[src/common/mvu_defines.svh]
// Lane count, field widths, RAM depth and register offsets for the MVU
`ifndef MVU_DEFINES_SVH
`define MVU_DEFINES_SVH

`define MVU_N        4      // Lanes and output rows
`define MVU_BPREC    3      // Precision fields hold precision minus 1
`define MVU_BADDR    6      // RAM address width
`define MVU_DEPTH    64     // Words per RAM
`define MVU_BLEN     4      // Block count minus 1
`define MVU_BACC     16     // Lane accumulator
`define MVU_BSCALER  16
`define MVU_BQMSB    5      // Quantizer MSB index into the scaled product
`define MVU_OUTW     8      // Result field per lane
`define MVU_WB_AW    10     // Word address, top two bits select the region
`define MVU_WB_DW    32

`define MVU_REG_CTRL   0
`define MVU_REG_PREC   1
`define MVU_REG_LEN    2
`define MVU_REG_BASE   3
`define MVU_REG_SCALE  4

`endif

[src/common/mvu_cfg_pkg.sv]
// Job configuration struct, bus region enum and control/status bit positions
`default_nettype none

`include "mvu_defines.svh"

package mvu_cfg_pkg;

    typedef struct packed {
        logic [`MVU_BPREC-1:0]   wprec;          // Weight bits minus 1
        logic [`MVU_BPREC-1:0]   iprec;          // Input bits minus 1
        logic [`MVU_BPREC-1:0]   oprec;          // Result field bits minus 1
        logic                    w_signed;
        logic                    i_signed;
        logic [`MVU_BLEN-1:0]    len;            // Blocks minus 1
        logic [`MVU_BADDR-1:0]   wbase;
        logic [`MVU_BADDR-1:0]   ibase;
        logic [`MVU_BADDR-1:0]   obase;
        logic [`MVU_BSCALER-1:0] scaler_b;       // Unsigned multiplier
        logic [`MVU_BQMSB-1:0]   quant_msbidx;
    } job_cfg_t;

    typedef enum logic [1:0] {
        region_regs    = 2'd0,
        region_weights = 2'd1,
        region_inputs  = 2'd2,
        region_results = 2'd3
    } wb_region_e;

    localparam int ctrl_start_bit = 0;           // CTRL write
    localparam int ctrl_clear_bit = 1;
    localparam int stat_busy_bit  = 0;           // CTRL read
    localparam int stat_done_bit  = 1;

endpackage

`default_nettype wire

[src/common/mvu_pipe_pkg.sv]
// Memory word types and the payload structs passed between pipeline stages
`default_nettype none

`include "mvu_defines.svh"

package mvu_pipe_pkg;

    // Bit r*N+k is row r, lane k
    typedef logic [`MVU_N*`MVU_N-1:0] wword_t;

    typedef logic [`MVU_N-1:0] dword_t;          // One input bit plane

    typedef logic [`MVU_N*`MVU_OUTW-1:0] rword_t; // Lane r at bits r*OUTW upward

    typedef struct packed {
        logic                  valid;
        logic                  first;            // Restart the accumulators
        logic                  last;             // Hand the sums off
        logic [`MVU_BPREC:0]   shift;            // Weight bit plus input bit
        logic                  neg;              // Plane carries a signed MSB
    } plane_t;

    typedef struct packed {
        logic                              valid;
        logic [`MVU_N-1:0][`MVU_BACC-1:0]  sum;  // Two's complement lane sums
    } acc_t;

endpackage

`default_nettype wire

[src/mvu_core/mvu_scale_quant.sv]
// Scaler multiply, quantizer bit select and result-word write
`timescale 1ns/1ps
`default_nettype none

`include "mvu_defines.svh"

module mvu_scale_quant (
    input  logic                   intf,
    input  logic                   rst_n,
    input  mvu_pipe_pkg::acc_t     acc,
    input  mvu_cfg_pkg::job_cfg_t  cfg,
    output logic                   r_we,
    output logic [`MVU_BADDR-1:0]  r_waddr,
    output mvu_pipe_pkg::rword_t   r_wdata,
    output logic                   done
);

    localparam int pw = `MVU_BACC + `MVU_BSCALER;

    logic                       prod_valid;
    logic [`MVU_N-1:0][pw-1:0]  prod;
    logic [`MVU_BQMSB-1:0]      lsb;             // Product bit that lands in field bit 0
    logic [`MVU_BPREC-1:0]      pad;             // Field bits above the output precision
    logic [pw-1:0]              sh;
    logic [`MVU_OUTW-1:0]       fld;
    mvu_pipe_pkg::rword_t       qword;

    assign lsb = cfg.quant_msbidx - cfg.oprec;
    assign pad = `MVU_BPREC'(`MVU_OUTW - 1) - cfg.oprec;

    always_ff @(posedge intf) begin
        if (!rst_n) begin
            prod_valid <= 1'b0;
        end else begin
            prod_valid <= acc.valid;
        end
        if (acc.valid) begin
            for (int r = 0; r < `MVU_N; r++) begin
                prod[r] <= $signed(acc.sum[r]) * $signed({1'b0, cfg.scaler_b});
            end
        end
    end

    always_comb begin
        sh  = '0;
        fld = '0;
        for (int r = 0; r < `MVU_N; r++) begin
            sh  = $signed(prod[r]) >>> lsb;
            fld = sh[`MVU_OUTW-1:0] << pad;      // Field MSB to bit 7
            qword[r*`MVU_OUTW +: `MVU_OUTW] = $signed(fld) >>> pad;
        end
    end

    always_ff @(posedge intf) begin
        if (!rst_n) begin
            r_we <= 1'b0;
        end else begin
            r_we <= prod_valid;
        end
        r_waddr <= cfg.obase;
        r_wdata <= qword;
    end

    assign done = r_we;                          // Result write closes the job

endmodule

`default_nettype wire

[config.mk]
export PLATFORM = sky130hd
export DESIGN_NAME = mvu_scale_quant
export DESIGN_NICKNAME = d
export VERILOG_FILES = /design/src/common/mvu_cfg_pkg.sv /design/src/common/mvu_pipe_pkg.sv /design/src/mvu_core/mvu_scale_quant.sv
export VERILOG_INCLUDE_DIRS = /design/src /design/src/common
export SDC_FILE = /design/constraint.sdc
export NUM_CORES = 2
export LEC_CHECK = 0
export ABC_AREA = 1
export CAP_MARGIN = 25
export CELL_PAD_IN_SITES_DETAIL_PLACEMENT = 1
export CELL_PAD_IN_SITES_GLOBAL_PLACEMENT = 1
export CORE_ASPECT_RATIO = 1.1
export CORE_MARGIN = 2
export CORE_UTILIZATION = 50
export DETAILED_ROUTE_END_ITERATION = 8
export DONT_BUFFER_PORTS = 1
export GPL_TIMING_DRIVEN = 0
export PLACE_DENSITY_LB_ADDON = 0.15
export SLEW_MARGIN = 5
export SYNTH_ARGS = -nofsm -noshare
export SYNTH_HDL_FRONTEND = slang
export SYNTH_SLANG_ARGS = --single-unit
[constraint.sdc]
create_clock -name intf -period 7.4 [get_ports intf]
set_clock_uncertainty 0.1 [all_clocks]
set_input_delay 0.74 -clock intf [delete_from_list [all_inputs] [get_ports intf]]
set_output_delay 0.74 -clock intf [all_outputs]
set_load 0.005 [all_outputs]
==> results by group <==
Outcome
  – Status: finished, final reports clean

Critical path
  – Critical Path Source: cfg[18]
  – Worst R2R Start: prod[11]
  – Critical Path Most Common Cell: fa_1
  – Setup crit start kind: primary input
  – WP data arrival: 7.38 ns
  – CP endpoint kind: flop
  – R2R setup slack: 4.79 ns
  – Largest fanout on the critical path: 10
  – CP required: 7.52 ns
  – Crit path kind: primary input to flop
  – Critical path's largest stage delay: 0.73 ns
  – Crit-path cells: clkbuf_1, clkbuf_1, nand2_1, fa_1, fa_1, inv_1, fa_1, fa_1, fa_1, inv_1, fa_1, inv_1, ha_1, a21oi_1, o21a_1, o21ai_0, a21oi_1, o21bai_1, a21o_1, nand2_1, nand2_1, xor2_1
  – Critical path's slowest cell: clkbuf_1
  – R2R Path End: r_wdata[2]
  – Worst setup path end: prod[59]
  – R2R cell count: 14

Global routing
  – Gr ovfl total: 0
  – Global Route Usage Sum: 43.4%
  – Largest net degree at the start of global routing: 130
  – Initial antenna violation count: 12
  – Wire length of the first global-routing pass: 305 mm
  – Number of global-route vias before repair: 48,500

Clocking
  – Clock Pin Slew Worst Setup and Hold Paths: 0.07 ns
  – Max H-tree Level: 4
  – Clock buffer depth: 2
  – Root Driver: clkbuf_16
  – CTS tree: built
  – CTS Buf Count: 17
  – Post-CTS Setup Inserts: 0
  – Worst skew pair latency: 0.48 ns
  – Clock sink total: 168
  – Hold-fix buffers, CTS: 0

Detailed routing
  – Via count: 44,800
  – Drt drc: 0
  – Initial drt markers: 3,429
  – Drt pass-1 iters: 5
  – Routed wire per std cell: 27.0 um
  – Via density: 5.82
  – Total Routed Length: 208 mm
  – Post-DRT Antenna Nets: 0

Logic synthesis
  – Mapped Cells: 6,361
  – Synthesized area: 47,000 um2
  – Sequential element share of the synthesized area: 9.87%
  – Yosys cell types: 43
  – Top FF cell, synth: edfxtp_1
  – Yosys Warn Count: 0
  – Asr flop ratio synth: 0%
  – Syn nets: 7,730
  – Average size of a mapped cell: 7.40 um2
  – EDFF count, synth: 128
  – #FFs+latches synth: 168

STA
  – Final setup violation count: 0
  – Fmax: 138 MHz
  – Slew at the pin closest to its max-slew limit: 1.20 ns
  – RSZ-0062 raised after global routing: false
  – Min cycle time layout: 7.27 ns
  – Final Slew Violations: 0
  – Final hold vios: 0
  – Slew HR: 19.8%
  – Fin crit share: 98.2%

Layout
  – Share of cells above drive strength 1: 3.48%
  – Commonest non-fill, non-tap cell in the layout: nand2_1
  – Finished Cell Area: 50,000 um2
  – Area Growth Syn to Fin: 6.28%
  – Layout Nets: 7,792
  – Post-route insts no fill: 7,704
  – Most frequent cells in the layout: nand2_1, inv_1, nand3_1, fa_1, ha_1

Hold path
  – Hold Crit Class: primary input to flop

Flow run
  – Max Cap Viol: 0

Floorplanning
  – IO Pins: 161
  – Cell Rows: 118
  – Chip width: 296 um
  – Starting density of the core: 50.2%
  – Area of the core: 93,800 um2
  – DIE AREA: 96,600 um2
  – Die Height: 326 um

Placement
  – PortBufs: 0
  – Post-detail-place hpwl: 174 mm
  – Placed inst area: 49,200 um2
  – RePlAce Congestion: 1.04
  – Placed Cells: 7,663
## worst max-delay path, delay by kind of cell
kind                     cells  cell delay (ns)
adder cells (fa/ha/maj)      7             3.55
AO/OA/AOI/OAI                6             1.29
buffers and inverters        5             1.31
AND/OR/NAND/NOR              3             0.31
XOR/XNOR                     1             0.15
## cell type report
type / count / area [um2]
Sequential cell: 168 / 4640
Antenna cell: 8 / 20.0
Inverter: 1520 / 5710
Fill cell: 12100 / 43800
Buffer: 363 / 1600
Timing Repair Buffer: 44 / 643
Tap cell: 1260 / 1580
Multi-Input combinational cell: 4309 / 35200
Clock buffer: 22 / 497
Clock inverter: 10 / 88.8
## Yosys cell counts, drive strengths merged, types with 2 or more instances
library cell  instances  area [um2]
a21boi                9        67.6
a211oi                4        30.0
ha                  471        5890
inv                1518        5700
o2111ai               4        35.0
buf                 103         498
o211ai               15         113
nand3               798        4010
nand4                12        75.1
xnor2                56         498
edfxtp              128        3840
nor2                121         457
clkbuf              261         980
o21ai                64         320
a21o                 19         143
o21a                  7        52.6
clkinv                2        8.75
nor4                  5        31.3
a21oi               115         576
fa                  777       15600
o2bb2ai               2        17.5
a31oi                16         100
nor3                 11        55.1
nand2              1716        6440
o221ai                2        17.5
o21bai                9        67.6
dfxtp                40         801
xor2                 70         613
## kinds of logic after synthesis
family	after synthesis	share of synthesized area, %
flops	168	9.87
buf+inv	1884	15.3
xor+xnor	126	2.36
fa+ha+maj	1248	45.6
compound gates	270	3.35
simple gates	2665	23.6
## layer usage
layer | GRT usage [%] | part of all wire [%] | up-vias
met5 | 0 | 0.036 | -
met1 | 52.4 | 37 | 22600
met4 | 31.1 | 8.8 | 12
met3 | 8.53 | 9.1 | 796
met2 | 69.2 | 45 | 2255
li1 | - | - | 19200
## registers in the layout (all words and copies together), names as in the netlist
register and count:
r_waddr 6, r_wdata 32, prod 128, prod_valid 1, done 1
## what timing repair did
action / CTS / global route
pin swaps: 0 / 0
setup endpoints to repair: 14 / 21
gates resized for setup: 33 / 85
## worst min path at each step
stage	from	to	slack, ns	cells after the start
2_1_floorplan	prod_valid	done	0.29	2
4_1_cts	cfg[25]	r_waddr[4]	0.17	0
3_3_place_gp	prod_valid	done	0.30	2
6_report	cfg[25]	r_waddr[4]	0.19	0
3_5_place_dp	prod_valid	done	0.31	2
5_1_grt	cfg[25]	r_waddr[4]	0.18	0
## stage by stage
| step | hold WS (ns) | worst slack, ns | utilization (%) | TNS (ns) |
|---|---|---|---|---|
| floorplan | 0.290 | 0.894 | - | 0 |
| global placement | 0.299 | -1.32 | 51.9 | -51.36 |
| detailed placement | 0.307 | -1.09 | 52.5 | -18.49 |
| CTS | 0.173 | -0.0568 | 53.2 | -0.0584 |
| global route | 0.180 | 0.0108 | 53.3 | 0 |
| finish | 0.190 | 0.135 | 53.3 | 0 |
Power is not shown: default switching activity piles up to over one toggle a cycle in this logic, so the estimate is an artifact.
