### config.mk
export PLATFORM = sky130hd
export DESIGN_NAME = mvu_ram
export DESIGN_NICKNAME = d
export VERILOG_FILES = /design/src/verilog/mvu_ram.sv
export VERILOG_INCLUDE_DIRS = /design/src /design/src/common
export SDC_FILE = /design/constraint.sdc
export NUM_CORES = 1
export LEC_CHECK = 0
export BUFFER_PORTS_ARGS = -buffer_cell sky130_fd_sc_hd__clkbuf_2
export CAP_MARGIN = 20
export CORE_MARGIN = 5
export CORE_UTILIZATION = 40
export CTS_BUF_LIST = sky130_fd_sc_hd__clkbuf_8
export DETAILED_ROUTE_END_ITERATION = 12
export PLACE_DENSITY_LB_ADDON = 0.12
export SLEW_MARGIN = 40
export SYNTH_ARGS = -nofsm -noshare
export SYNTH_HDL_FRONTEND = slang
export SYNTH_SLANG_ARGS = --single-unit
### constraint.sdc
create_clock -name intf -period 2.6 [get_ports intf]
set_clock_uncertainty 0.2 [all_clocks]
set_input_delay 0.39 -clock intf [delete_from_list [all_inputs] [get_ports intf]]
set_output_delay 0.39 -clock intf [all_outputs]
set_load 0.02 [all_outputs]
### src/common/mvu_defines.svh
// Lane count, field widths, RAM depth and register offsets for the MVU
`ifndef MVU_DEFINES_SVH
`define MVU_DEFINES_SVH

`define MVU_N        4      // Lanes and output rows
`define MVU_BPREC    3      // Precision fields hold precision minus 1
`define MVU_BADDR    6      // RAM address width
`define MVU_DEPTH    64     // Words per RAM
`define MVU_BLEN     4      // Block count minus 1
`define MVU_BACC     16     // Lane accumulator
`define MVU_BSCALER  16
`define MVU_BQMSB    5      // Quantizer MSB index into the scaled product
`define MVU_OUTW     8      // Result field per lane
`define MVU_WB_AW    10     // Word address, top two bits select the region
`define MVU_WB_DW    32

`define MVU_REG_CTRL   0
`define MVU_REG_PREC   1
`define MVU_REG_LEN    2
`define MVU_REG_BASE   3
`define MVU_REG_SCALE  4

`endif

### src/verilog/mvu_ram.sv
// Simple dual-port RAM with registered read, typed on its word
`timescale 1ns/1ps
`default_nettype none

`include "mvu_defines.svh"

module mvu_ram #(
    parameter type word_t = logic [7:0]
) (
    input  logic                  intf,
    input  logic                  we,
    input  logic [`MVU_BADDR-1:0] waddr,
    input  word_t                 wdata,
    input  logic [`MVU_BADDR-1:0] raddr,
    output word_t                 rdata
);

    word_t mem [`MVU_DEPTH];

    always_ff @(posedge intf) begin
        if (we) begin
            mem[waddr] <= wdata;
        end
        rdata <= mem[raddr];                     // One cycle read latency
    end

endmodule

`default_nettype wire

==> results of run 1 <==
[sequential cells by signal (all words and copies together) (netlist names)]
register,flops
rdata,8
mem,512
[worst min path at each step]
stage	slack, ps	startpoint	endpoint	cells past startpoint
detailed placement	640	mem[31][6]	rdata[6]	3
global placement	630	mem[26][6]	rdata[6]	3
finish	50	wdata[0]	mem[48][0]	2
CTS	10	wdata[0]	mem[4][0]	2
floorplan	290	wdata[0]	mem[0][0]	0
global route	40	wdata[0]	mem[61][0]	2
[per-layer routing]
layer | global-route usage [%] | share of wire, % | up-vias
li1 | - | - | 4388
met1 | 26.1 | 45 | 5385
met2 | 28.8 | 48 | 247
met3 | 3.46 | 4.9 | 55
met4 | 5.69 | 1.9 | 0
met5 | 0 | 0 | -
[power by group]
part           switching (W)  internal (W)
registers          0.0000336       0.00928
clock network        0.00312       0.00335
logic               0.000586      0.000423
[layout make-up]
cell class / instances / area (µm²)
Clock inverter: 60 / 282
Fill cell: 4247 / 26100
Antenna cell: 2 / 5.00
Clock buffer: 92 / 1270
Timing Repair Buffer: 183 / 1590
Multi-Input combinational cell: 369 / 4320
Tap cell: 672 / 841
Sequential cell: 520 / 15500
[logic make-up (layout without fill, tap and decap cells)]
kind of cell           count (synthesis)  after routing  share of synthesized area, %
AO/OA/AOI/OAI                         54             54                          2.07
multiplexers                         162            162                          15.9
AND/OR/NAND/NOR                      153            153                          3.39
flip-flops                           520            520                          77.0
buffers and inverters                 51            335                          1.57
other                                  0              2                             0
[what timing repair did]
| item | 4_1_cts | 5_1_grt |
|---|---|---|
| resized for setup | 0 | 0 |
| hold buffers | 1 | 0 |
| endpoints found under the hold margin | 2 | 0 |
[through the flow]
step	total power, W	hold WS [ps]	setup WS, ps	cell area, µm²	util, %
floorplan	0.00998	289	342	20200	-
global placement	0.0105	626	-198	22300	44.6
detailed placement	0.0105	635	-189	22300	44.6
CTS	0.0170	11.5	393	23800	47.7
global route	0.0175	39.1	356	23800	47.7
finish	0.0168	52.5	432	23800	47.7
[critical path, stage by stage (launching register included)]
cell      delay, ps
edfxtp_1        360
mux4_2          460
mux2_2          270
o221a_2         300
nor3_1          320
o32ai_1         140
[cell usage in the layout (no fill, tap or decap), types with 14 or more instances in the layout]
cell and instances:
buf_12 22, buf_4 133, clkbuf_2 25, clkbuf_8 93, clkinv_1 16, edfxtp_1 512, inv_1 29, mux2i_1 23
mux4_2 126, nand2_1 19, nor2_1 83, nor2b_1 14
==> summary.txt, run 1 <==
Nets = 1,181
Yosys top cell area share = 76.2%
Initial antenna violation count = 1
Critical Path Fanout Max = 1
Port Buffers = 29
Num CTS Buffers = 85
Post-synth EDFFs = 512
Fmax = 461 MHz
Setup tns final = 0 ps
Pwr dens = 705 nW/µm²
CP Launch Type = flop
DRC viols = 0
Synth warn = 0
Die ar. = 55,000 µm²
Synth cell count leaders = 512 x edfxtp_1, 126 x mux4_2, 83 x nor2_1, 23 x mux2i_1, 19 x nand2_1
Max_cap viols = 0
Routed WL = 49.2 mm
Most frequent cell after synthesis = edfxtp_1
CTS tree = done
Critical Path RT = 2930 ps
First-pass GRT wire length = 71.8 mm
Syn_nets = 962
Cell Area, Synth = 20,200 µm²
Reg clk slew, reported paths = 60 ps
Worst R2R Path Depth = 5
Crit share post-route = 83.4%
Critical R2R Launch = mem[29][6]
H-tree levels = 3
Netlist cell types = 40
Area Growth Syn to Fin = 18.2%
CP startpoint = mem[29][6]
Worst min path class = input pin to flop
Root buf cell = clkbuf_8
RePlAce Congestion = 0.764
Ys flop type = edfxtp_1
Clock latency on the worst-skew pair = 670 ps
Overflow after GRT = 0
Vias post-DR = 10,100
Core Box Area = 50,000 µm²
# rows = 82
Clk sinks = 520
Share of layout cells above drive strength 1 = 35.1%
Pin count of the biggest net entering global routing = 65
Vias/cell = 5.31
GRT Total Usage = 18.2%
Synth area leader = edfxtp_1
Initial core utilization = 40.4%
Worst-Margin Slew = 772 ps
CP endpoint kind = flop
Status = finished clean
Peak VDD IR = 0.350 mV
DP Cell Count = 1,743
DIE HEIGHT = 235 µm
Final Critical Period = 2170 ps
Drt wl/cell = 25.9 µm
Hold Vio Cnt, Final = 0
Detailed Place HPWL = 31.9 mm
Vias in the first global route = 10,500
I/O Pins = 30
Crit path to = rdata[6]
Slew headroom = 48.5%
Max-slew violations = 0
RSZ-0062 raised after global routing = no
R2R Path End = rdata[6]
Leak = 7.86 nW
Flop-to-flop setup slack = 430 ps
Final std cells w/o fill = 1,898
Crit path DAT = 2500 ps
Finish-stage setup viols = 0
Synthesized area per cell = 21.5 µm²
Post-Syn Instances = 940
Sequential fraction of the synthesis area = 77.0%
Kind of critical path = flop to flop
Top cells by area, synth = edfxtp_1 76%, mux4_2 14%, nor2_1 1.5%
Pre-antenna DRT Iters = 5
Asr flop ratio synth = 0%
Post-CTS Setup Inserts = 0
DRT antenna net count = 0
Max Buffers Root-to-Sink = 3
Register bit count reported by yosys = 520
Drt first-iter violations = 804
DIE WIDTH = 235 µm
Power figures use the tool's default switching activity.
==> run 2, diff against run 1 <==
Clock period 2.6 ns to 1.85 ns, I/O delays scaled along.
==> summary.txt, run 2 (same netlist as run 1, synthesis figures left out) <==
Max_cap viols = 0 (unchanged)
Post-CTS Setup Inserts = 0 (unchanged)
Worst path max stage delay = 520 ps (+60 ps)
CP endpoint kind = flop
Final Critical Period = 2060 ps (-110 ps)
Commonest non-fill, non-tap cell in the layout = edfxtp_1
Slew headroom = 50.8% (+2.3 points)
DRC viols = 0 (unchanged)
DIE WIDTH = 235 µm (unchanged)
Failing checks = setup timing
Most frequent cells in the layout = 512 x edfxtp_1, 166 x buf_4, 126 x mux4_2, 95 x clkbuf_8, 64 x nor2_1
Die ar. = 55,000 µm² (unchanged)
Clock latency on the worst-skew pair = 670 ps (about the same)
Area after DPL = 22,700 µm² (+2.0%)
Port Buffers = 29 (unchanged)
Vias post-DR = 10,200 (+1.0%)
Root buf cell = clkbuf_8
Worst min path class = input pin to flop
Most used cell, CP = mux4_2
Detailed Place HPWL = 31.6 mm (-0.90%)
Final worst slack = -208 ps (-640 ps)
Critical Path Fanout Max = 1 (unchanged)
Initial core utilization = 40.4% (unchanged)
Max-slew violations = 0 (unchanged)
DIE HEIGHT = 235 µm (unchanged)
Overall Power = 0.0254 W (+51%)
Critical R2R Launch = mem[3][2]
Drt wl/cell = 25.2 µm (-2.8%)
Routed WL = 49.0 mm (-0.40%)
Reg clk slew, reported paths = 60 ps (about the same)
Area Growth Syn to Fin = 22.5%
Fmax = 486 MHz (+5.3%)
Slowest CP cell = mux4_2
CP Buf/Inv Count = 0 (unchanged)
Crit path DAT = 2400 ps (-100 ps)
DRT antenna net count = 0 (unchanged)
R2R Path End = rdata[2]
# rows = 82 (unchanged)
Peak VDD IR = 0.541 mV (+55%)
Worst R2R Path Depth = 5 (unchanged)
First-pass GRT wire length = 72.4 mm (+0.82%)
H-tree levels = 3 (unchanged)
Finished Cell Area = 24,700 µm² (+3.6%)
RePlAce Congestion = 0.785 (+2.8%)
Max Buffers Root-to-Sink = 3 (unchanged)
Share of layout cells above drive strength 1 = 41.5% (+6.4 points)
Pin count of the biggest net entering global routing = 65 (unchanged)
Drt first-iter violations = 812 (+1.0%)
Nets = 1,223 (+3.6%)
CP Cell Sequence = mux4_2 > mux4_2 > nor2_4 > nor3_2 > o2bb2ai_1
GRT Total Usage = 18.3% (+0.037 points)
Finish-stage setup viols = 8 (+8)
Hold path cells = 2 (unchanged)
Overflow after GRT = 0 (unchanged)
Leak = 8.19 nW (+4.3%)
Clk sinks = 520 (unchanged)
Hold Vio Cnt, Final = 0 (unchanged)
Initial antenna violation count = 1 (unchanged)
CTS tree = done
Kind of critical path = flop to flop
Largest register FFs = 512 (unchanged)
Hold Path Sink = mem[41][6]
Flop-to-flop setup slack = -210 ps (-640 ps)
Crit share post-route = 111% (+28 points)
Status = complete, but fails checks
RSZ-0062 raised after global routing = yes
Biggest register = mem
Num CTS Buffers = 87 (+2.4%)
Core Box Area = 50,000 µm² (unchanged)
Vias in the first global route = 10,700 (+2.4%)
Worst-Margin Slew = 738 ps (-34.3 ps)
Delay-heaviest family, CP = multiplexers
Pre-antenna DRT Iters = 5 (unchanged)
I/O Pins = 30 (unchanged)
Fillers = 4,144 (-2.4%)
Pwr dens = 1030 nW/µm² (+46%)
Worst hold start = wdata[6]
Biggest regs = mem (512), rdata (8)
Vias/cell = 5.23 (-1.4%)
Critical Path RT = 2190 ps (-740 ps)
CP Launch Type = flop
WP depth = 5 (unchanged)
==> run 2: changes by cell type in the layout (fill, tap and decap cells not counted), sizes merged <==
cell,previous run,this run
clkinv,25,34
clkbuf,118,121
diode,2,1
clkinvlp,5,4
inv,29,18
dlygate4sd3,1,2
buf,156,194
bufinv,1,10
==> run 2: stage by stage <==
stage               TNS [ps]  setup slack, ps  hold slack (ps)  utilization (%)  std cells
finish                  -863             -208             69.7             49.4       1945
global route           -1410             -259             73.6             49.4       1945
CTS                    -1090             -237             42.1             49.4       1945
detailed placement    -29120             -819              550             45.5       1783
global placement      -23830             -850              552             45.5       1783
floorplan             -14210             -176              176                -        940
==> run 2: routing by layer <==
layer,GRT usage [%],vias up,wire (µm)
met2,29.2,256,23700
met3,3.44,43,2440
li1,-,4484,-
met1,26.1,5393,22100
met5,0,-,0
met4,5.13,0,728
==> run 2: report_power, final <==
part | total, W | internal, W | switching (W)
logic | 0.00149 | 0.000641 | 0.000847
clock network | 0.0108 | 0.00615 | 0.00467
registers | 0.0131 | 0.0130 | 0.0000487
total | 0.0254 | 0.0198 | 0.00556
==> run 2: what timing repair did <==
item / 4_1_cts / 5_1_grt
gates cloned: 0 / 0
hold buffers: 2 / 0
endpoints found under the hold margin: 71 / 0
setup endpoints to repair: 12 / 8
pin swaps: 8 / 1
gates resized for setup: 25 / 3
==> run 2: area by class of cell <==
type / count / area [µm²] / share of cell area (%)
flip-flops and latches: 520 / 15500 / 62.9
clock buffers: 94 / 1290 / 5.24
diodes: 1 / 2.50 / 0.0101
multi-input cells: 369 / 4490 / 18.2
clock inverters: 66 / 574 / 2.32
repair buffers: 223 / 1960 / 7.95
well taps: 672 / 841 / 3.40
==> run 2: worst max-delay path by stage <==
| stage | startpoint | end | slack [ps] |
|---|---|---|---|
| 2_1_floorplan | raddr[0] | rdata[7] | -180 |
| 3_3_place_gp | raddr[0] | rdata[2] | -850 |
| 3_5_place_dp | raddr[0] | rdata[2] | -820 |
| 4_1_cts | mem[21][6] | rdata[6] | -240 |
| 5_1_grt | mem[1][2] | rdata[2] | -260 |
| 6_report | mem[3][2] | rdata[2] | -210 |
