<file path="src/common/mvu_defines.svh">
// Lane count, field widths, RAM depth and register offsets for the MVU
`ifndef MVU_DEFINES_SVH
`define MVU_DEFINES_SVH

`define MVU_N        4      // Lanes and output rows
`define MVU_BPREC    3      // Precision fields hold precision minus 1
`define MVU_BADDR    6      // RAM address width
`define MVU_DEPTH    64     // Words per RAM
`define MVU_BLEN     4      // Block count minus 1
`define MVU_BACC     16     // Lane accumulator
`define MVU_BSCALER  16
`define MVU_BQMSB    5      // Quantizer MSB index into the scaled product
`define MVU_OUTW     8      // Result field per lane
`define MVU_WB_AW    10     // Word address, top two bits select the region
`define MVU_WB_DW    32

`define MVU_REG_CTRL   0
`define MVU_REG_PREC   1
`define MVU_REG_LEN    2
`define MVU_REG_BASE   3
`define MVU_REG_SCALE  4

`endif

</file>
<file path="src/common/mvu_cfg_pkg.sv">
// Job configuration struct, bus region enum and control/status bit positions
`default_nettype none

`include "mvu_defines.svh"

package mvu_cfg_pkg;

    typedef struct packed {
        logic [`MVU_BPREC-1:0]   wprec;          // Weight bits minus 1
        logic [`MVU_BPREC-1:0]   iprec;          // Input bits minus 1
        logic [`MVU_BPREC-1:0]   oprec;          // Result field bits minus 1
        logic                    w_signed;
        logic                    i_signed;
        logic [`MVU_BLEN-1:0]    len;            // Blocks minus 1
        logic [`MVU_BADDR-1:0]   wbase;
        logic [`MVU_BADDR-1:0]   ibase;
        logic [`MVU_BADDR-1:0]   obase;
        logic [`MVU_BSCALER-1:0] scaler_b;       // Unsigned multiplier
        logic [`MVU_BQMSB-1:0]   quant_msbidx;
    } job_cfg_t;

    typedef enum logic [1:0] {
        region_regs    = 2'd0,
        region_weights = 2'd1,
        region_inputs  = 2'd2,
        region_results = 2'd3
    } wb_region_e;

    localparam int ctrl_start_bit = 0;           // CTRL write
    localparam int ctrl_clear_bit = 1;
    localparam int stat_busy_bit  = 0;           // CTRL read
    localparam int stat_done_bit  = 1;

endpackage

`default_nettype wire

</file>
<file path="src/common/mvu_pipe_pkg.sv">
// Memory word types and the payload structs passed between pipeline stages
`default_nettype none

`include "mvu_defines.svh"

package mvu_pipe_pkg;

    // Bit r*N+k is row r, lane k
    typedef logic [`MVU_N*`MVU_N-1:0] wword_t;

    typedef logic [`MVU_N-1:0] dword_t;          // One input bit plane

    typedef logic [`MVU_N*`MVU_OUTW-1:0] rword_t; // Lane r at bits r*OUTW upward

    typedef struct packed {
        logic                  valid;
        logic                  first;            // Restart the accumulators
        logic                  last;             // Hand the sums off
        logic [`MVU_BPREC:0]   shift;            // Weight bit plus input bit
        logic                  neg;              // Plane carries a signed MSB
    } plane_t;

    typedef struct packed {
        logic                              valid;
        logic [`MVU_N-1:0][`MVU_BACC-1:0]  sum;  // Two's complement lane sums
    } acc_t;

endpackage

`default_nettype wire

</file>
<file path="src/mvu_core/mvu_agu.sv">
// Job sequencer walking blocks and bit planes, issuing RAM addresses and plane tags
`timescale 1ns/1ps
`default_nettype none

`include "mvu_defines.svh"

module mvu_agu (
    input  logic                   intf,
    input  logic                   rst_n,
    input  logic                   start,
    input  mvu_cfg_pkg::job_cfg_t  cfg,
    output logic [`MVU_BADDR-1:0]  waddr,
    output logic [`MVU_BADDR-1:0]  iaddr,
    output mvu_pipe_pkg::plane_t   plane
);

    logic                  run;
    logic [`MVU_BLEN-1:0]  blk;
    logic [`MVU_BPREC-1:0] wbit;
    logic [`MVU_BPREC-1:0] ibit;                 // Innermost
    logic                  ilast;
    logic                  wlast;
    logic                  blast;

    assign ilast = (ibit == cfg.iprec);
    assign wlast = (wbit == cfg.wprec);
    assign blast = (blk == cfg.len);

    // Each block holds all bit planes of one operand back to back
    assign waddr = cfg.wbase + blk * (cfg.wprec + 1'b1) + wbit;
    assign iaddr = cfg.ibase + blk * (cfg.iprec + 1'b1) + ibit;

    always_ff @(posedge intf) begin
        if (!rst_n) begin
            run  <= 1'b0;
            blk  <= '0;
            wbit <= '0;
            ibit <= '0;
        end else if (start) begin
            run <= 1'b1;                         // Counters rest at zero between jobs
        end else if (run) begin
            ibit <= ilast ? '0 : ibit + 1'b1;
            if (ilast) begin
                wbit <= wlast ? '0 : wbit + 1'b1;
                if (wlast) begin
                    blk <= blast ? '0 : blk + 1'b1;
                    run <= ~blast;
                end
            end
        end
    end

    // Tag travels alongside the one-cycle RAM read
    always_ff @(posedge intf) begin
        if (!rst_n) begin
            plane.valid <= 1'b0;
        end else begin
            plane.valid <= run;
        end
        plane.first <= (blk == '0) & (wbit == '0) & (ibit == '0);
        plane.last  <= ilast & wlast & blast;
        plane.shift <= wbit + ibit;
        plane.neg   <= (cfg.w_signed & wlast) ^ (cfg.i_signed & ilast);
    end

endmodule

`default_nettype wire

</file>
<file path="config.mk">
export PLATFORM = sky130hd
export DESIGN_NAME = mvu_agu
export DESIGN_NICKNAME = d
export VERILOG_FILES = /design/src/common/mvu_cfg_pkg.sv /design/src/common/mvu_pipe_pkg.sv /design/src/mvu_core/mvu_agu.sv
export VERILOG_INCLUDE_DIRS = /design/src /design/src/common
export SDC_FILE = /design/constraint.sdc
export NUM_CORES = 1
export LEC_CHECK = 0
export ABC_AREA = 1
export ABC_CLOCK_PERIOD_IN_PS = 4800
export BUFFER_PORTS_ARGS = -buffer_cell sky130_fd_sc_hd__clkbuf_2
export CAP_MARGIN = 10
export CORE_MARGIN = 2
export CORE_UTILIZATION = 30
export DETAILED_ROUTE_END_ITERATION = 6
export GPL_ROUTABILITY_DRIVEN = 0
export PLACE_DENSITY = 0.63
export SLEW_MARGIN = 40
export SYNTH_ARGS = -nofsm -noshare
export SYNTH_HDL_FRONTEND = slang
export SYNTH_SLANG_ARGS = --single-unit
export TNS_END_PERCENT = 30
</file>
<file path="constraint.sdc">
create_clock -name intf -period 4.8 [get_ports intf]
set_clock_uncertainty 0.1 [all_clocks]
set_input_delay 0.24 -clock intf [delete_from_list [all_inputs] [get_ports intf]]
set_output_delay 0.24 -clock intf [all_outputs]
set_load 0.01 [all_outputs]
</file>
==> reports/metrics.yaml, run 1 <==
outcome:
  status: "complete, no violations"
timing:
  fmax_ghz: 0.2496
  fin_crit_sh_pct: 83.46
  fin_ws_ns: 0.7938
  timing.setup.tns_ns: 0
  hold_violations: 0
  worst_pin_slew_ns: 0.4230
  slew_headroom_pct: 71.76
  rsz0062_at_grt: "no"
  finalCriticalPeriod_ns: 4.006
  drv_slew: 0
  setup_viol: 0
routing:
  wl_met3_microns: 149
  avgRoutedWirePerCell_microns: 10.17
  wl_mm: 4.690
  dr.pass1.iters: 4
  ant_nets: 0
  drtIter0Drc: 91
  wl_met2_mm: 2.345
  vias: 1959
  post-route-drc-count: 0
  dr.max_layer_used: "met4"
  wl_met1_mm: 2.164
  vias_per_cell: 4.249
global_routing:
  grt_pass1_wl_mm: 8.645
  grt_pass1_vias: 1986
  grt_max_degree: 12
  grt_overflow: 0
  grt_usage_pct: 12.31
  antenna_found_initial: 0
setup_path:
  startpoint: "blk[1]$_SDFFE_PN0P_"
  path_class: "flop to output port"
  critPathMaxFanout: 8
  worstReg2RegStart: "blk[2]$_SDFFE_PN0P_"
  critPathRequiredTime_ns: 4.46
  worst_setup_path_start_kind: "flop"
  critPathCaptureType: "output port"
  critical_path_arrival_ns: 3.67
cts:
  hold_buffers: 0
  clkSlewWorstSetupHoldPaths_ns: 0.08
  clockBufferDepth: 2
  cts_root_buffer: "clkbuf_8"
  tritoncts: "built"
  cts_made_buffers: 3
  cts_setup_buffers: 0
  clk_latency_ns: 0.26
  clock-sinks: 19
  ctsResizeCount: 0
  htree_levels: 1
synthesis:
  synth_top_family_by_area: "adder cells"
  ys_seq_area_share_pct: 16.45
  synthCells: 311
  synth_xor_area_share_pct: 7.522
  async_flop_share_pct: 0
  muxShareOfSynthArea_pct: 0
  synth_edf_count: 0
  synthSimpleGateAreaFrac_pct: 24.19
  synth_fa_ha_area_share_pct: 34.52
  synth_seq_cells: 19
  ys_warn_count: 0
  syn_avg_cell_area_sq_um: 7.435
  synth.cell_area_sq_um: 2312
  synth-compound-area-share_pct: 3.301
  synth_cell_type_count: 24
  synthFlopType: "dfxtp_1"
  syn_nets: 418
worst_hold_path:
  min_path_type: "input pin to flop"
  hold_start: "cfg[43]"
floorplanning:
  start_util_pct: 30.39
  fp.dieH_microns: 91.79
  pin_count: 77
  core_area_sq_um: 7607
  die_w_microns: 91.79
  rows: 32
  dieArea_sq_um: 8425
finish:
  mostFrequentLayoutCell: "nand2_1"
  syn_to_final_growth_pct: 16.72
  antenna_cells: 0
  fin_nets: 467
  layout_common_cells: "nand2_1 (82), inv_1 (75), clkbuf_2 (46)"
  final_layout_size_suffix_gt1_share_pct: 18.66
place:
  io_buffers: 46
  pre_cts_ws_ns: 0.8189
  hpwl_mm: 4.148
power_and_ir_drop:
  power.leakage_nw: 1.488
  power.density_nw_per_um2: 140.9
  irDropWorstVdd_v: 0.0001094
run:
  cap_viol_max_count: 0
worst max-delay path, stage by stage, from the launching register on:
cell and delay (ns):
dfxtp_1 0.47, buf_4 0.21, nand2_1 0.08, fa_1 0.52
fa_1 0.52, inv_1 0.05, fa_1 0.50, ha_1 0.36
a21oi_1 0.14, nand2_1 0.07, xor2_1 0.15, nand3b_1 0.15
nand2_1 0.06, clkbuf_2 0.12
sequential cells by signal, indices dropped and copies added, names as in the netlist:
name and cells:
wbit 3, blk 4, ibit 3, run 1, plane 8
cells by family after synthesis:
kind of cell    Yosys count
compound gates           15
simple gates            125
fa+ha+maj                50
buf+inv                  83
flops                    19
xor+xnor                 19
cells in the mapped netlist (2+ instances only):
| library cell | number | area share [%] |
|---|---|---|
| nand3b_1 | 2 | 0.65 |
| inv_2 | 5 | 0.81 |
| xnor2_1 | 11 | 4.2 |
| nand4_1 | 4 | 1.1 |
| a21oi_1 | 12 | 2.6 |
| nor2_2 | 5 | 1.4 |
| nand2_1 | 82 | 13 |
| buf_2 | 2 | 0.43 |
| nor2_1 | 10 | 1.6 |
| fa_1 | 23 | 20 |
| nand3_1 | 16 | 3.5 |
| xor2_1 | 7 | 2.7 |
| nand2_2 | 2 | 0.54 |
| o21ai_0 | 2 | 0.43 |
| ha_1 | 27 | 15 |
| dfxtp_1 | 19 | 16 |
| inv_1 | 75 | 12 |
layer usage:
layer  vias to the layer above  GRT usage (%)
met2                        34          22.49
met1                       897          15.93
li1                       1023              -
met3                         5          1.068
met5                         -              0
met4                         0          2.239
final cells by class:
class                      instances  area (sq um)
fill                             839          4908
multi-input combinational        209          1608
sequential                        19         380.4
inverter                          80         300.3
timing repair buffer              47         237.7
tap                              102         127.6
clock buffer                       4         45.04
power by group:
group	internal (mW)	switching (mW)
clock	0.0591	0.0551
combinational	0.0403	0.0583
sequential	0.164	0.00363
total	0.263	0.117
stage by stage:
stage	hold slack, ns	utilization [%]	power, mW	instances	area [sq um]
final	0.1147	35.48	0.3803	461	2699
after global routing	0.1473	35.48	0.4043	461	2699
after CTS	0.1176	35.48	0.3844	461	2699
after detailed placement	0.3597	34.88	0.2719	457	2654
after global placement	0.3494	34.88	0.2695	457	2654
after floorplan	0.2573	-	0.2336	311	2312
path summary, 6_finish.rpt:
kind	end	slack (ns)	depth (start not counted)
worst max-delay path	waddr[5]	0.79	13
worst min-delay path	plane[0]$_DFF_P_	0.11	3
worst max register to register	run$_SDFF_PN0_	3.14	9
worst min register to register	plane[7]$_SDFF_PN0_	0.36	2
Power figures use the tool's default switching activity.
==> run 2: changes to the inputs <==
ABC_CLOCK_PERIOD_IN_PS = 3200   (was 4800)
PLACE_DENSITY = 0.65   (was 0.63)
clock period = 3.2 ns   (was 4.8 ns; I/O delays follow)
==> run 2 against run 1 <==
Compared with the run above: the flow now finishes with violations (setup timing); die area unchanged; worst hold slack worse by 0.086 ns; setup slack worse by 1.1 ns; design area up 14%; critical path depth down 3; clock power up 57%; total power up 60%; routed wire length up 17%; sequential share of layout area down 1.3 points; combinational power up 84%; first-iteration DRC count down 20%; non-clock buffer count up 35; critical endpoint is now waddr[3].
==> reports/metrics.yaml, run 2 (same netlist as run 1, synthesis figures left out) <==
outcome:
  status: "finished with violations"
  violations: "setup timing"
setup_path:
  worst_setup_path_start_kind: "flop"
  worstReg2RegStart: "ibit[0]$_SDFFE_PN0P_"
  critPathBufInv: 5  # +2
  slowest_delay_ns: 0.57  # +0.05 ns
  path_common_cell: "fa_1"
  critPathRequiredTime_ns: 2.94  # -1.52 ns
  worstPathCellList: "buf_6, nand2_2, fa_1, fa_1, fa_1, buf_4, buf_4, fa_2, inv_1, clkbuf_2"
  startpoint: "blk[1]$_SDFFE_PN0P_"
  critical_path_arrival_ns: 3.29  # -0.38 ns
  path_delay_family: "adder cells"
  slowest_stage: "fa_2"
  path_class: "flop to output port"
  critPathCaptureType: "output port"
  critPathMaxFanout: 6  # -2
timing:
  slew_headroom_pct: 82.26  # +11 points
  fin_crit_sh_pct: 111.1
  worst_pin_slew_ns: 0.2641  # -0.1589 ns
  rsz0062_at_grt: "yes"
  hold_violations: 0  # unchanged
  finalCriticalPeriod_ns: 3.554
  drv_slew: 0  # unchanged
  fin_ws_ns: -0.3539  # -1.148 ns
  fmax_ghz: 0.2814
  setup_viol: 6  # +6
  hold_ws_ns: 0.02909  # -0.08561 ns
cts:
  hold_buffers: 0  # unchanged
  htree_levels: 1  # unchanged
  cts_root_buffer: "clkbuf_8"
  clock-sinks: 19  # unchanged
  tritoncts: "built"
  clk_latency_ns: 0.27  # about the same
  cts_made_buffers: 3  # unchanged
  clockBufferDepth: 2  # unchanged
  clkSlewWorstSetupHoldPaths_ns: 0.09  # about the same
power_and_ir_drop:
  power.leakage_nw: 1.678  # +13%
  power.total_mw: 0.6091  # +60%
  power.density_nw_per_um2: 197.8  # +40%
  irDropWorstVdd_v: 0.0001674  # +53%
finish:
  post-route-util_pct: 40.48  # +5.0 points
  syn_to_final_growth_pct: 33.17
  final_layout_size_suffix_gt1_share_pct: 32.23  # +14 points
  fin_nets: 502  # +7.5%
  reg_top3: "plane x8, blk x4"
  antenna_cells: 0  # unchanged
  n_fill_cell: 802  # -4.4%
  layout_common_cells: "nand2_1 (75), inv_1 (72), clkbuf_2 (41)"
  top_register: "plane"
  mostFrequentLayoutCell: "nand2_1"
  layout.cells.non_filler: 496  # +7.6%
  largest_reg_flops: 8  # unchanged
routing:
  dr.pass1.iters: 4  # unchanged
  drtIter0Drc: 73  # -20%
  ant_nets: 0  # unchanged
  avgRoutedWirePerCell_microns: 11.03  # +8.4%
  vias: 2112  # +7.8%
  post-route-drc-count: 0  # unchanged
  wl_mm: 5.472  # +17%
  vias_per_cell: 4.258  # +0.20%
worst_hold_path:
  hold_start: "cfg[43]"
  min_path_type: "input pin to flop"
global_routing:
  grt_max_degree: 13  # +1
  grt_overflow: 0  # unchanged
  grt_pass1_vias: 2158  # +8.7%
  antenna_found_initial: 0  # unchanged
  grt_usage_pct: 13.35  # +1.0 points
  grt_pass1_wl_mm: 9.183  # +6.2%
floorplanning:
  rows: 32  # unchanged
  fp.dieH_microns: 91.79  # unchanged
  core_area_sq_um: 7607  # unchanged
  dieArea_sq_um: 8425  # unchanged
  die_w_microns: 91.79  # unchanged
  pin_count: 77  # unchanged
  start_util_pct: 30.39  # unchanged
place:
  io_buffers: 46  # unchanged
  hpwl_mm: 4.719  # +14%
  dp.cells: 488  # +6.8%
run:
  cap_viol_max_count: 0  # unchanged
run 2: what timing repair did:
action,in CTS,in global routing
pin swaps,6,16
endpoints found under the setup margin,6,6
setup buffers,2,2
gates resized for setup,8,20
run 2: final timing paths:
kind / end / slack, ns / depth (start not counted)
max: waddr[3] / -0.35 / 10
min: plane[0]$_DFF_P_ / 0.03 / 3
max reg2reg: ibit[1]$_SDFFE_PN0P_ / 1.65 / 8
min reg2reg: plane[7]$_SDFF_PN0_ / 0.37 / 2
run 2: through the flow:
stage / instance area (sq um) / setup TNS [ns] / setup slack [ns]
6_report: 3079 / -1.548 / -0.3539
5_1_grt: 3079 / -2.280 / -0.4851
4_1_cts: 3004 / -1.686 / -0.3700
3_5_place_dp: 2924 / -1.295 / -0.3349
3_3_place_gp: 2924 / -0.8589 / -0.2436
2_1_floorplan: 2356 / -0.01054 / -0.01054
run 2: layout make-up:
class	count	area, sq um	area share [%]
Clock inverter	1	7.507	0.2438
Inverter	80	300.3	9.752
Sequential cell	19	392.9	12.76
Tap cell	102	127.6	4.145
Multi-Input combinational cell	209	1683	54.65
Clock buffer	3	41.29	1.341
Timing Repair Buffer	82	526.8	17.11
run 2: power by group:
group	switching (mW)	total [mW]	internal, mW
clock network	0.0911	0.179	0.0880
registers	0.00553	0.249	0.243
logic	0.0971	0.181	0.0839
total	0.194	0.609	0.415
run 2: metal layers:
layer / wire length (microns) / up-vias / share of wire (%) / track usage, %
li1: - / 1095 / - / -
met1: 2414 / 960 / 44 / 16.04
met2: 2794 / 45 / 51 / 24.88
met3: 145 / 12 / 2.6 / 1.479
met4: 118 / 0 / 2.2 / 3.980
met5: 0 / - / 0 / 0
run 2: tightest hold or removal path, delay by kind of cell:
family	cells	cell delay, ns
buffers and inverters	1	0.08
AND/OR/NAND/NOR	1	0.06
XOR/XNOR	1	0.06
