[config.mk]
export PLATFORM = sky130hd
export DESIGN_NAME = mvu_vvp_acc
export DESIGN_NICKNAME = d
export VERILOG_FILES = /design/src/common/mvu_pipe_pkg.sv /design/src/mvu_core/mvu_vvp_acc.sv
export VERILOG_INCLUDE_DIRS = /design/src /design/src/common
export SDC_FILE = /design/constraint.sdc
export NUM_CORES = 1
export LEC_CHECK = 0
export ABC_CLOCK_PERIOD_IN_PS = 7100
export BUFFER_PORTS_ARGS = -buffer_cell sky130_fd_sc_hd__clkbuf_2
export CAP_MARGIN = 0
export CELL_PAD_IN_SITES_DETAIL_PLACEMENT = 0
export CELL_PAD_IN_SITES_GLOBAL_PLACEMENT = 1
export CORE_ASPECT_RATIO = 1.25
export CORE_MARGIN = 8
export CORE_UTILIZATION = 46
export DETAILED_ROUTE_END_ITERATION = 8
export GPL_ROUTABILITY_DRIVEN = 0
export PLACE_DENSITY = 0.87
export SETUP_SLACK_MARGIN = 0.05
export SLEW_MARGIN = 20
export SYNTH_ARGS = -nofsm -noshare
export SYNTH_HDL_FRONTEND = slang
export SYNTH_SLANG_ARGS = --single-unit
[constraint.sdc]
create_clock -name intf -period 7.1 [get_ports intf]
set_input_delay 1.42 -clock intf [delete_from_list [all_inputs] [get_ports intf]]
set_output_delay 1.42 -clock intf [all_outputs]
set_load 0.02 [all_outputs]
[src/common/mvu_defines.svh]
// Lane count, field widths, RAM depth and register offsets for the MVU
`ifndef MVU_DEFINES_SVH
`define MVU_DEFINES_SVH

`define MVU_N        4      // Lanes and output rows
`define MVU_BPREC    3      // Precision fields hold precision minus 1
`define MVU_BADDR    6      // RAM address width
`define MVU_DEPTH    64     // Words per RAM
`define MVU_BLEN     4      // Block count minus 1
`define MVU_BACC     16     // Lane accumulator
`define MVU_BSCALER  16
`define MVU_BQMSB    5      // Quantizer MSB index into the scaled product
`define MVU_OUTW     8      // Result field per lane
`define MVU_WB_AW    10     // Word address, top two bits select the region
`define MVU_WB_DW    32

`define MVU_REG_CTRL   0
`define MVU_REG_PREC   1
`define MVU_REG_LEN    2
`define MVU_REG_BASE   3
`define MVU_REG_SCALE  4

`endif

[src/common/mvu_pipe_pkg.sv]
// Memory word types and the payload structs passed between pipeline stages
`default_nettype none

`include "mvu_defines.svh"

package mvu_pipe_pkg;

    // Bit r*N+k is row r, lane k
    typedef logic [`MVU_N*`MVU_N-1:0] wword_t;

    typedef logic [`MVU_N-1:0] dword_t;          // One input bit plane

    typedef logic [`MVU_N*`MVU_OUTW-1:0] rword_t; // Lane r at bits r*OUTW upward

    typedef struct packed {
        logic                  valid;
        logic                  first;            // Restart the accumulators
        logic                  last;             // Hand the sums off
        logic [`MVU_BPREC:0]   shift;            // Weight bit plus input bit
        logic                  neg;              // Plane carries a signed MSB
    } plane_t;

    typedef struct packed {
        logic                              valid;
        logic [`MVU_N-1:0][`MVU_BACC-1:0]  sum;  // Two's complement lane sums
    } acc_t;

endpackage

`default_nettype wire

[src/mvu_core/mvu_vvp_acc.sv]
// Bit-plane AND/popcount per row with a sign-aware shifting accumulator
`timescale 1ns/1ps
`default_nettype none

`include "mvu_defines.svh"

module mvu_vvp_acc (
    input  logic                  intf,
    input  logic                  rst_n,
    input  mvu_pipe_pkg::plane_t  plane,
    input  mvu_pipe_pkg::wword_t  wdata,
    input  mvu_pipe_pkg::dword_t  idata,
    output mvu_pipe_pkg::acc_t    acc
);

    logic [`MVU_BACC-1:0]              mag;      // Shifted popcount of one row
    logic [`MVU_N-1:0][`MVU_BACC-1:0]  term;

    always_comb begin
        mag = '0;
        for (int r = 0; r < `MVU_N; r++) begin
            mag     = `MVU_BACC'($countones(wdata[r*`MVU_N +: `MVU_N] & idata)) << plane.shift;
            term[r] = plane.neg ? -mag : mag;    // MSB plane of a signed operand weighs negative
        end
    end

    // Sums are two's complement, so the add needs no sign handling
    always_ff @(posedge intf) begin
        if (!rst_n) begin
            acc.valid <= 1'b0;
        end else begin
            acc.valid <= plane.valid & plane.last;
        end
        if (plane.valid) begin
            for (int r = 0; r < `MVU_N; r++) begin
                acc.sum[r] <= plane.first ? term[r] : acc.sum[r] + term[r];
            end
        end
    end

endmodule

`default_nettype wire

==> impl_metrics.tcl, run 1 <==
set metrics [dict create \
    postSynthNetCount 1184 \
    layout_commonest_cell "sky130_fd_sc_hd__nand2_1" \
    cap_viol_max_count 0 \
    drt-pass1-iter-count 5 \
    post-cts-setup-buffer-count 0 \
    placed_cells 1338 \
    netlist.area_leader.share 0.219 \
    post_synth_main_area_contributors "sky130_fd_sc_hd__edfxtp_1 (22%), sky130_fd_sc_hd__ha_1 (13%), sky130_fd_sc_hd__a21oi_1 (5.2%)" \
    run_status "completed" \
    first_global_vias 7745 \
    maxSlewHeadroom 0.382 \
    synth.avg_cell_area_sq_um 8.28 \
    biggestRegsByFlops "acc: 65 flops" \
    ctsResizeCount 0 \
    wirelength_met1_mm 10.8 \
    endpoint_kind "flop" \
    synth_edf_count 64 \
    clock-sinks 65 \
    largest_net_degree_at_the_start_of_global_routing 66 \
    leakage_dissipation_nw 4.19 \
    grt_pass1_wl_mm 39.0 \
    ant_nets 0 \
    setup_tns_ns 0 \
    worst-endpoint-arrival_ns 6.45 \
    final_layout_size_suffix_gt1_frac 0.156 \
    synth_top_family_by_area "compound AO/OA/AOI/OAI gates" \
    grt-ovfl-total 0 \
    num_antenna_cells 0 \
    portBuffers 94 \
    area_growth_pct 10.2 \
    timing.final.crit_period_ns 6.36 \
    yosys.area_share.simple 0.165 \
    synth_adder_area_share 0.144 \
    detail_route.vias_per_cell 6.01 \
    y_dimension_of_the_die_um 170 \
    clkLatencyLatePin_ns 0.35 \
    largest_reg_flops 65 \
    mostFrequentLayoutCells "sky130_fd_sc_hd__nand2_1 (115), sky130_fd_sc_hd__clkbuf_2 (93), sky130_fd_sc_hd__a21oi_1 (91)" \
    finalMaxSlewViolations 0 \
    ioPinCount 95 \
    route.vias.total 8142 \
    fmax_ghz 0.157 \
    drt-total-wl_mm 24.1 \
    top_layer_reached_by_signal_wires "met4" \
    die-width_um 139 \
    synth.mux.area_fraction 0.0663 \
    fin_worst_skew_ns 0.00813 \
    async_flop_share 0 \
    core_sq_um 18700 \
    setup_viol 0 \
    starting_density_of_the_core 0.468 \
    synth_xor_xnor_area_share 0.0780 \
    cts_inserted_buffers 9 \
    rows 56 \
    post_cts_hold_buffer_count 0 \
    layout.nets 1243 \
    worst_pin_slew_ns 0.927 \
    ctsHtreeMaxLevel 3 \
    startpoint_kind_of_the_worst_setup_timing_path "primary input" \
    final.period_utilization 0.896 \
    hold_violations 0 \
    synth.lib_cells_used.distinct 82 \
    postSynthRegisterBits 65 \
    buffer_type_at_the_clock_tree_root "sky130_fd_sc_hd__clkbuf_16" \
    die_area_sq_um 23700 \
    max_flop_register "acc" \
    rsz0062_at_grt "false" \
    detailedRoute.firstIterationViolations 688 \
    cellPowerDensity_nw_per_um2 220 \
    syn-instance-count 1058 \
    worst-r2r-setup-slack_ns 4.14 \
    synth-main-ff-cell "sky130_fd_sc_hd__edfxtp_1" \
    netlist.top_cell.by_area "sky130_fd_sc_hd__edfxtp_1" \
    grt_usage 0.200 \
    mapped_area_sq_um 8760 \
    met3RoutedLength_mm 1.16 \
    cp_max_fo 12 \
    path_class "in2reg" \
    remaining_drc_errors 0 \
    clkTransAtPathRegs_ns 0.06 \
    hp-class "reg2reg" \
    synth_compound_gate_area_share 0.281 \
    synth-warning-count 0 \
    detailroute.wirelength.met2_mm 11.6 \
    power.ir.vdd_worst_mv 0.116 \
    grt_antenna_before_repair 0 \
    instances_no_fill 1354 \
    synth-seq-area-share 0.222 \
    route.detailed.wl_per_inst_um 17.8 \
    worstPathRequired_ns 7.18 \
    dp_hpwl_mm 17.5 \
    cts_tree "done" \
    max_buffers_root_to_sink 2 \
]
-- through the flow --
step	cell area, sq um	power [mW]	hold slack [ns]	setup WS, ns	util
floorplan	8760	1.43	0.830	1.11	-
global placement	9380	1.67	0.684	0.494	0.501
detailed placement	9380	1.68	0.696	0.423	0.501
CTS	9660	2.14	0.711	0.794	0.516
global route	9660	2.29	0.752	0.380	0.516
finish	9660	2.13	0.711	0.735	0.516
-- where the power goes --
group / switching, mW / total (mW) / internal, mW / leakage [nW]
clock network: 0.181 / 0.448 / 0.266 / 0.137
registers: 0.0510 / 0.575 / 0.524 / 0.654
logic: 0.643 / 1.11 / 0.463 / 3.40
-- path summary, 6_finish.rpt --
path / from / end / depth (start not counted)
worst min-delay path: acc[0] / acc[0] / 2
worst min register to register: acc[0] / acc[0] / 2
worst max-delay path: idata[3] / acc[63] / 20
worst max register to register: acc[32] / acc[44] / 9
-- critical path: stages --
cell	delay [ns]
sky130_fd_sc_hd__clkbuf_2	0.12
sky130_fd_sc_hd__nand2_1	0.08
sky130_fd_sc_hd__fa_1	0.56
sky130_fd_sc_hd__inv_1	0.05
sky130_fd_sc_hd__ha_1	0.19
sky130_fd_sc_hd__ha_1	0.51
sky130_fd_sc_hd__mux2i_2	0.15
sky130_fd_sc_hd__mux2i_2	0.46
sky130_fd_sc_hd__a221oi_1	0.17
sky130_fd_sc_hd__o21ai_1	0.31
sky130_fd_sc_hd__o21ai_0	0.17
sky130_fd_sc_hd__xnor2_1	0.25
sky130_fd_sc_hd__ha_1	0.33
sky130_fd_sc_hd__and3_1	0.22
sky130_fd_sc_hd__a221o_1	0.31
sky130_fd_sc_hd__a41oi_1	0.28
sky130_fd_sc_hd__a21oi_1	0.21
sky130_fd_sc_hd__a41o_1	0.29
sky130_fd_sc_hd__a211oi_1	0.25
sky130_fd_sc_hd__xor2_1	0.10
-- final cells by class --
cell class	instances	area, sq um
repair buffers	111	598
multi-input cells	900	6430
clock buffers	16	282
well taps	232	290
flip-flops and latches	65	1940
fillers	1790	9050
inverters	30	113
-- cell families after synthesis --
family	count (synthesis)
flops	65
compound gates	372
fa+ha+maj	96
xor+xnor	78
buf+inv	93
simple gates	302
mux	52
-- cell usage after synthesis (11+ instances only) --
master                     count
sky130_fd_sc_hd__edfxtp_1     64
sky130_fd_sc_hd__xor2_1       36
sky130_fd_sc_hd__clkbuf_1     36
sky130_fd_sc_hd__nand3_1      17
sky130_fd_sc_hd__mux2i_1      11
sky130_fd_sc_hd__a21o_1       29
sky130_fd_sc_hd__mux2_2       37
sky130_fd_sc_hd__nand2_1     115
sky130_fd_sc_hd__buf_1        11
sky130_fd_sc_hd__o21bai_1     11
sky130_fd_sc_hd__nor2_1       63
sky130_fd_sc_hd__inv_1        29
sky130_fd_sc_hd__nand2b_1     28
sky130_fd_sc_hd__a21oi_1      91
sky130_fd_sc_hd__o22ai_1      13
sky130_fd_sc_hd__a31oi_1      15
sky130_fd_sc_hd__o21ai_0      82
sky130_fd_sc_hd__o211ai_1     11
sky130_fd_sc_hd__ha_1         88
sky130_fd_sc_hd__xnor2_1      42
sky130_fd_sc_hd__a211oi_1     17
sky130_fd_sc_hd__nor2b_1      14
sky130_fd_sc_hd__and3_1       13
sky130_fd_sc_hd__buf_2        12
-- layer usage --
layer,GRT usage,vias up
met5,0,-
met4,0.0626,0
met3,0.0294,36
met2,0.345,208
met1,0.252,3813
li1,-,4085
Note: power is estimated with default switching activity, not from simulation.
==> run 2, diff against run 1 <==
--- a/config.mk
+++ b/config.mk
@@ -11,8 +11,6 @@
 export CAP_MARGIN = 0
 export CELL_PAD_IN_SITES_DETAIL_PLACEMENT = 0
 export CELL_PAD_IN_SITES_GLOBAL_PLACEMENT = 1
-export CORE_ASPECT_RATIO = 1.25
-export CORE_MARGIN = 8
 export CORE_UTILIZATION = 46
 export DETAILED_ROUTE_END_ITERATION = 8
 export GPL_ROUTABILITY_DRIVEN = 0
==> impl_metrics.tcl, run 2 (same netlist as run 1, synthesis figures left out) <==
set metrics [dict create \
    cts_tree "done" \
    rows 50 \
    worst_hold_startpoint "acc[32]" \
    cap_viol_max_count 0 \
    run_status "completed" \
    path_class "in2reg" \
    worstPathRequired_ns 7.18 \
    post_dp_cell_area_sq_um 9350 \
    drt-total-wl_mm 23.4 \
    hp-class "reg2reg" \
    cp_max_fo 12 \
    cellPowerDensity_nw_per_um2 223 \
    detail_route.vias_per_cell 6.07 \
    ioPinCount 95 \
    fmax_ghz 0.157 \
    grt-ovfl-total 0 \
    multi_input_comb_area_sq_um 6430 \
    fin_area_sq_um 9650 \
    starting_density_of_the_core 0.468 \
    clkTransAtPathRegs_ns 0.06 \
    worst-endpoint-arrival_ns 6.46 \
    clock-sinks 65 \
    grt_antenna_before_repair 0 \
    area_growth_pct 10.1 \
    netSwitchingFraction 0.406 \
    route.vias.total 8202 \
    rsz0062_at_grt "false" \
    finalMaxSlewViolations 0 \
    startpoint_kind_of_the_worst_setup_timing_path "primary input" \
    power.ir.vdd_worst_mv 0.124 \
    endpoint_kind "flop" \
    total_switching_power_mw 0.872 \
    core_sq_um 18700 \
    die_area_sq_um 19600 \
    ant_nets 0 \
    y_dimension_of_the_die_um 140 \
    buffer_type_at_the_clock_tree_root "sky130_fd_sc_hd__clkbuf_16" \
    ctsHtreeMaxLevel 3 \
    power_report.internal_total_mw 1.28 \
    portBuffers 94 \
    mostFrequentLayoutCells "sky130_fd_sc_hd__nand2_1 (115), sky130_fd_sc_hd__clkbuf_2 (93), sky130_fd_sc_hd__a21oi_1 (91)" \
    setup_tns_ns 0 \
    die-width_um 140 \
    remaining_drc_errors 0 \
    num_antenna_cells 0 \
    setup_viol 0 \
    max_buffers_root_to_sink 2 \
    largest_net_degree_at_the_start_of_global_routing 66 \
    layout.nets 1239 \
    route.detailed.wl_per_inst_um 17.3 \
    maxSlewHeadroom 0.374 \
    power.share.clock 0.219 \
    cts_inserted_buffers 9 \
    final-seq-area_sq_um 1940 \
    post-cts-setup-buffer-count 0 \
    post_cts_hold_buffer_count 0 \
    leakage_dissipation_nw 4.19 \
    largest_reg_flops 65 \
    rr_worst_depth 9 \
    first_global_vias 7678 \
    clkLatencyLatePin_ns 0.35 \
    hold_path_depth 2 \
    timing.final.crit_period_ns 6.38 \
    num-fill-cells 1850 \
    reg2reg_from "acc[32]" \
    final.period_utilization 0.898 \
    ctsResizeCount 0 \
    biggestRegsByFlops "acc: 65 flops" \
    layout_commonest_cell "sky130_fd_sc_hd__nand2_1" \
    max_flop_register "acc" \
    grt_usage 0.242 \
    hold_violations 0 \
    detailedRoute.firstIterationViolations 535 \
    combinationalPowerShare 0.513 \
    fin_worst_skew_ns 0.00778 \
    final_layout_size_suffix_gt1_frac 0.156 \
    timing.critical_path.from "idata[3]" \
    dp_hpwl_mm 16.6 \
    worst_pin_slew_ns 0.940 \
    power.sequential.fraction 0.268 \
    drt-pass1-iter-count 5 \
    grt_pass1_wl_mm 38.4 \
]
[run 2: power groups by stage]
stage / combinational [mW] / clock, mW / sequential, mW
global placement: 1.08 / 0 / 0.583
global route: 1.23 / 0.487 / 0.586
floorplan: 0.773 / 0 / 0.656
CTS: 1.10 / 0.478 / 0.578
detailed placement: 1.09 / 0 / 0.585
finish: 1.10 / 0.470 / 0.576
[run 2: path summary, 6_finish.rpt]
kind	slack (ns)	endpoint
max	0.72	acc[63]
min	0.72	acc[32]
max reg2reg	4.12	acc[44]
min reg2reg	0.72	acc[32]
[run 2: area by class of cell]
class | instances | share of cell area
multi-input cells | 900 | 0.667
inverters | 30 | 0.0117
clock buffers | 13 | 0.0270
clock inverters | 3 | 0.00415
well taps | 234 | 0.0303
repair buffers | 107 | 0.0589
flip-flops and latches | 65 | 0.201
[run 2: through the flow]
stage / setup slack, ns / instances / power (mW) / hold slack [ns] / utilization
after floorplan: 1.11 / 1058 / 1.43 / 0.830 / -
after global placement: 0.452 / 1336 / 1.66 / 0.695 / 0.500
after detailed placement: 0.431 / 1336 / 1.68 / 0.708 / 0.500
after CTS: 0.753 / 1352 / 2.16 / 0.723 / 0.516
after global routing: 0.267 / 1352 / 2.30 / 0.739 / 0.516
final: 0.722 / 1352 / 2.15 / 0.715 / 0.516
[run 2: critical path: stages]
cell	delay (ns)
sky130_fd_sc_hd__clkbuf_2	0.11
sky130_fd_sc_hd__nand2_1	0.08
sky130_fd_sc_hd__fa_1	0.54
sky130_fd_sc_hd__inv_1	0.07
sky130_fd_sc_hd__ha_1	0.18
sky130_fd_sc_hd__ha_1	0.50
sky130_fd_sc_hd__mux2i_1	0.22
sky130_fd_sc_hd__or3_1	0.39
sky130_fd_sc_hd__ha_1	0.26
sky130_fd_sc_hd__nand2b_1	0.20
sky130_fd_sc_hd__o211a_1	0.15
sky130_fd_sc_hd__a221oi_1	0.31
sky130_fd_sc_hd__ha_1	0.35
sky130_fd_sc_hd__and3_1	0.21
sky130_fd_sc_hd__a221o_1	0.32
sky130_fd_sc_hd__a41oi_1	0.30
sky130_fd_sc_hd__a21oi_1	0.21
sky130_fd_sc_hd__a41o_1	0.28
sky130_fd_sc_hd__a211oi_1	0.25
sky130_fd_sc_hd__xor2_1	0.10
[run 2: metal layers]
metal  track usage  up-vias  share of wire  routed length (um)
met1         0.316     3856           0.46               10700
met4        0.0868        0          0.023                 534
met5             0        -              0                   0
met2         0.412      225           0.47               11000
li1              -     4085              -                   -
met3        0.0280       36          0.052                1210
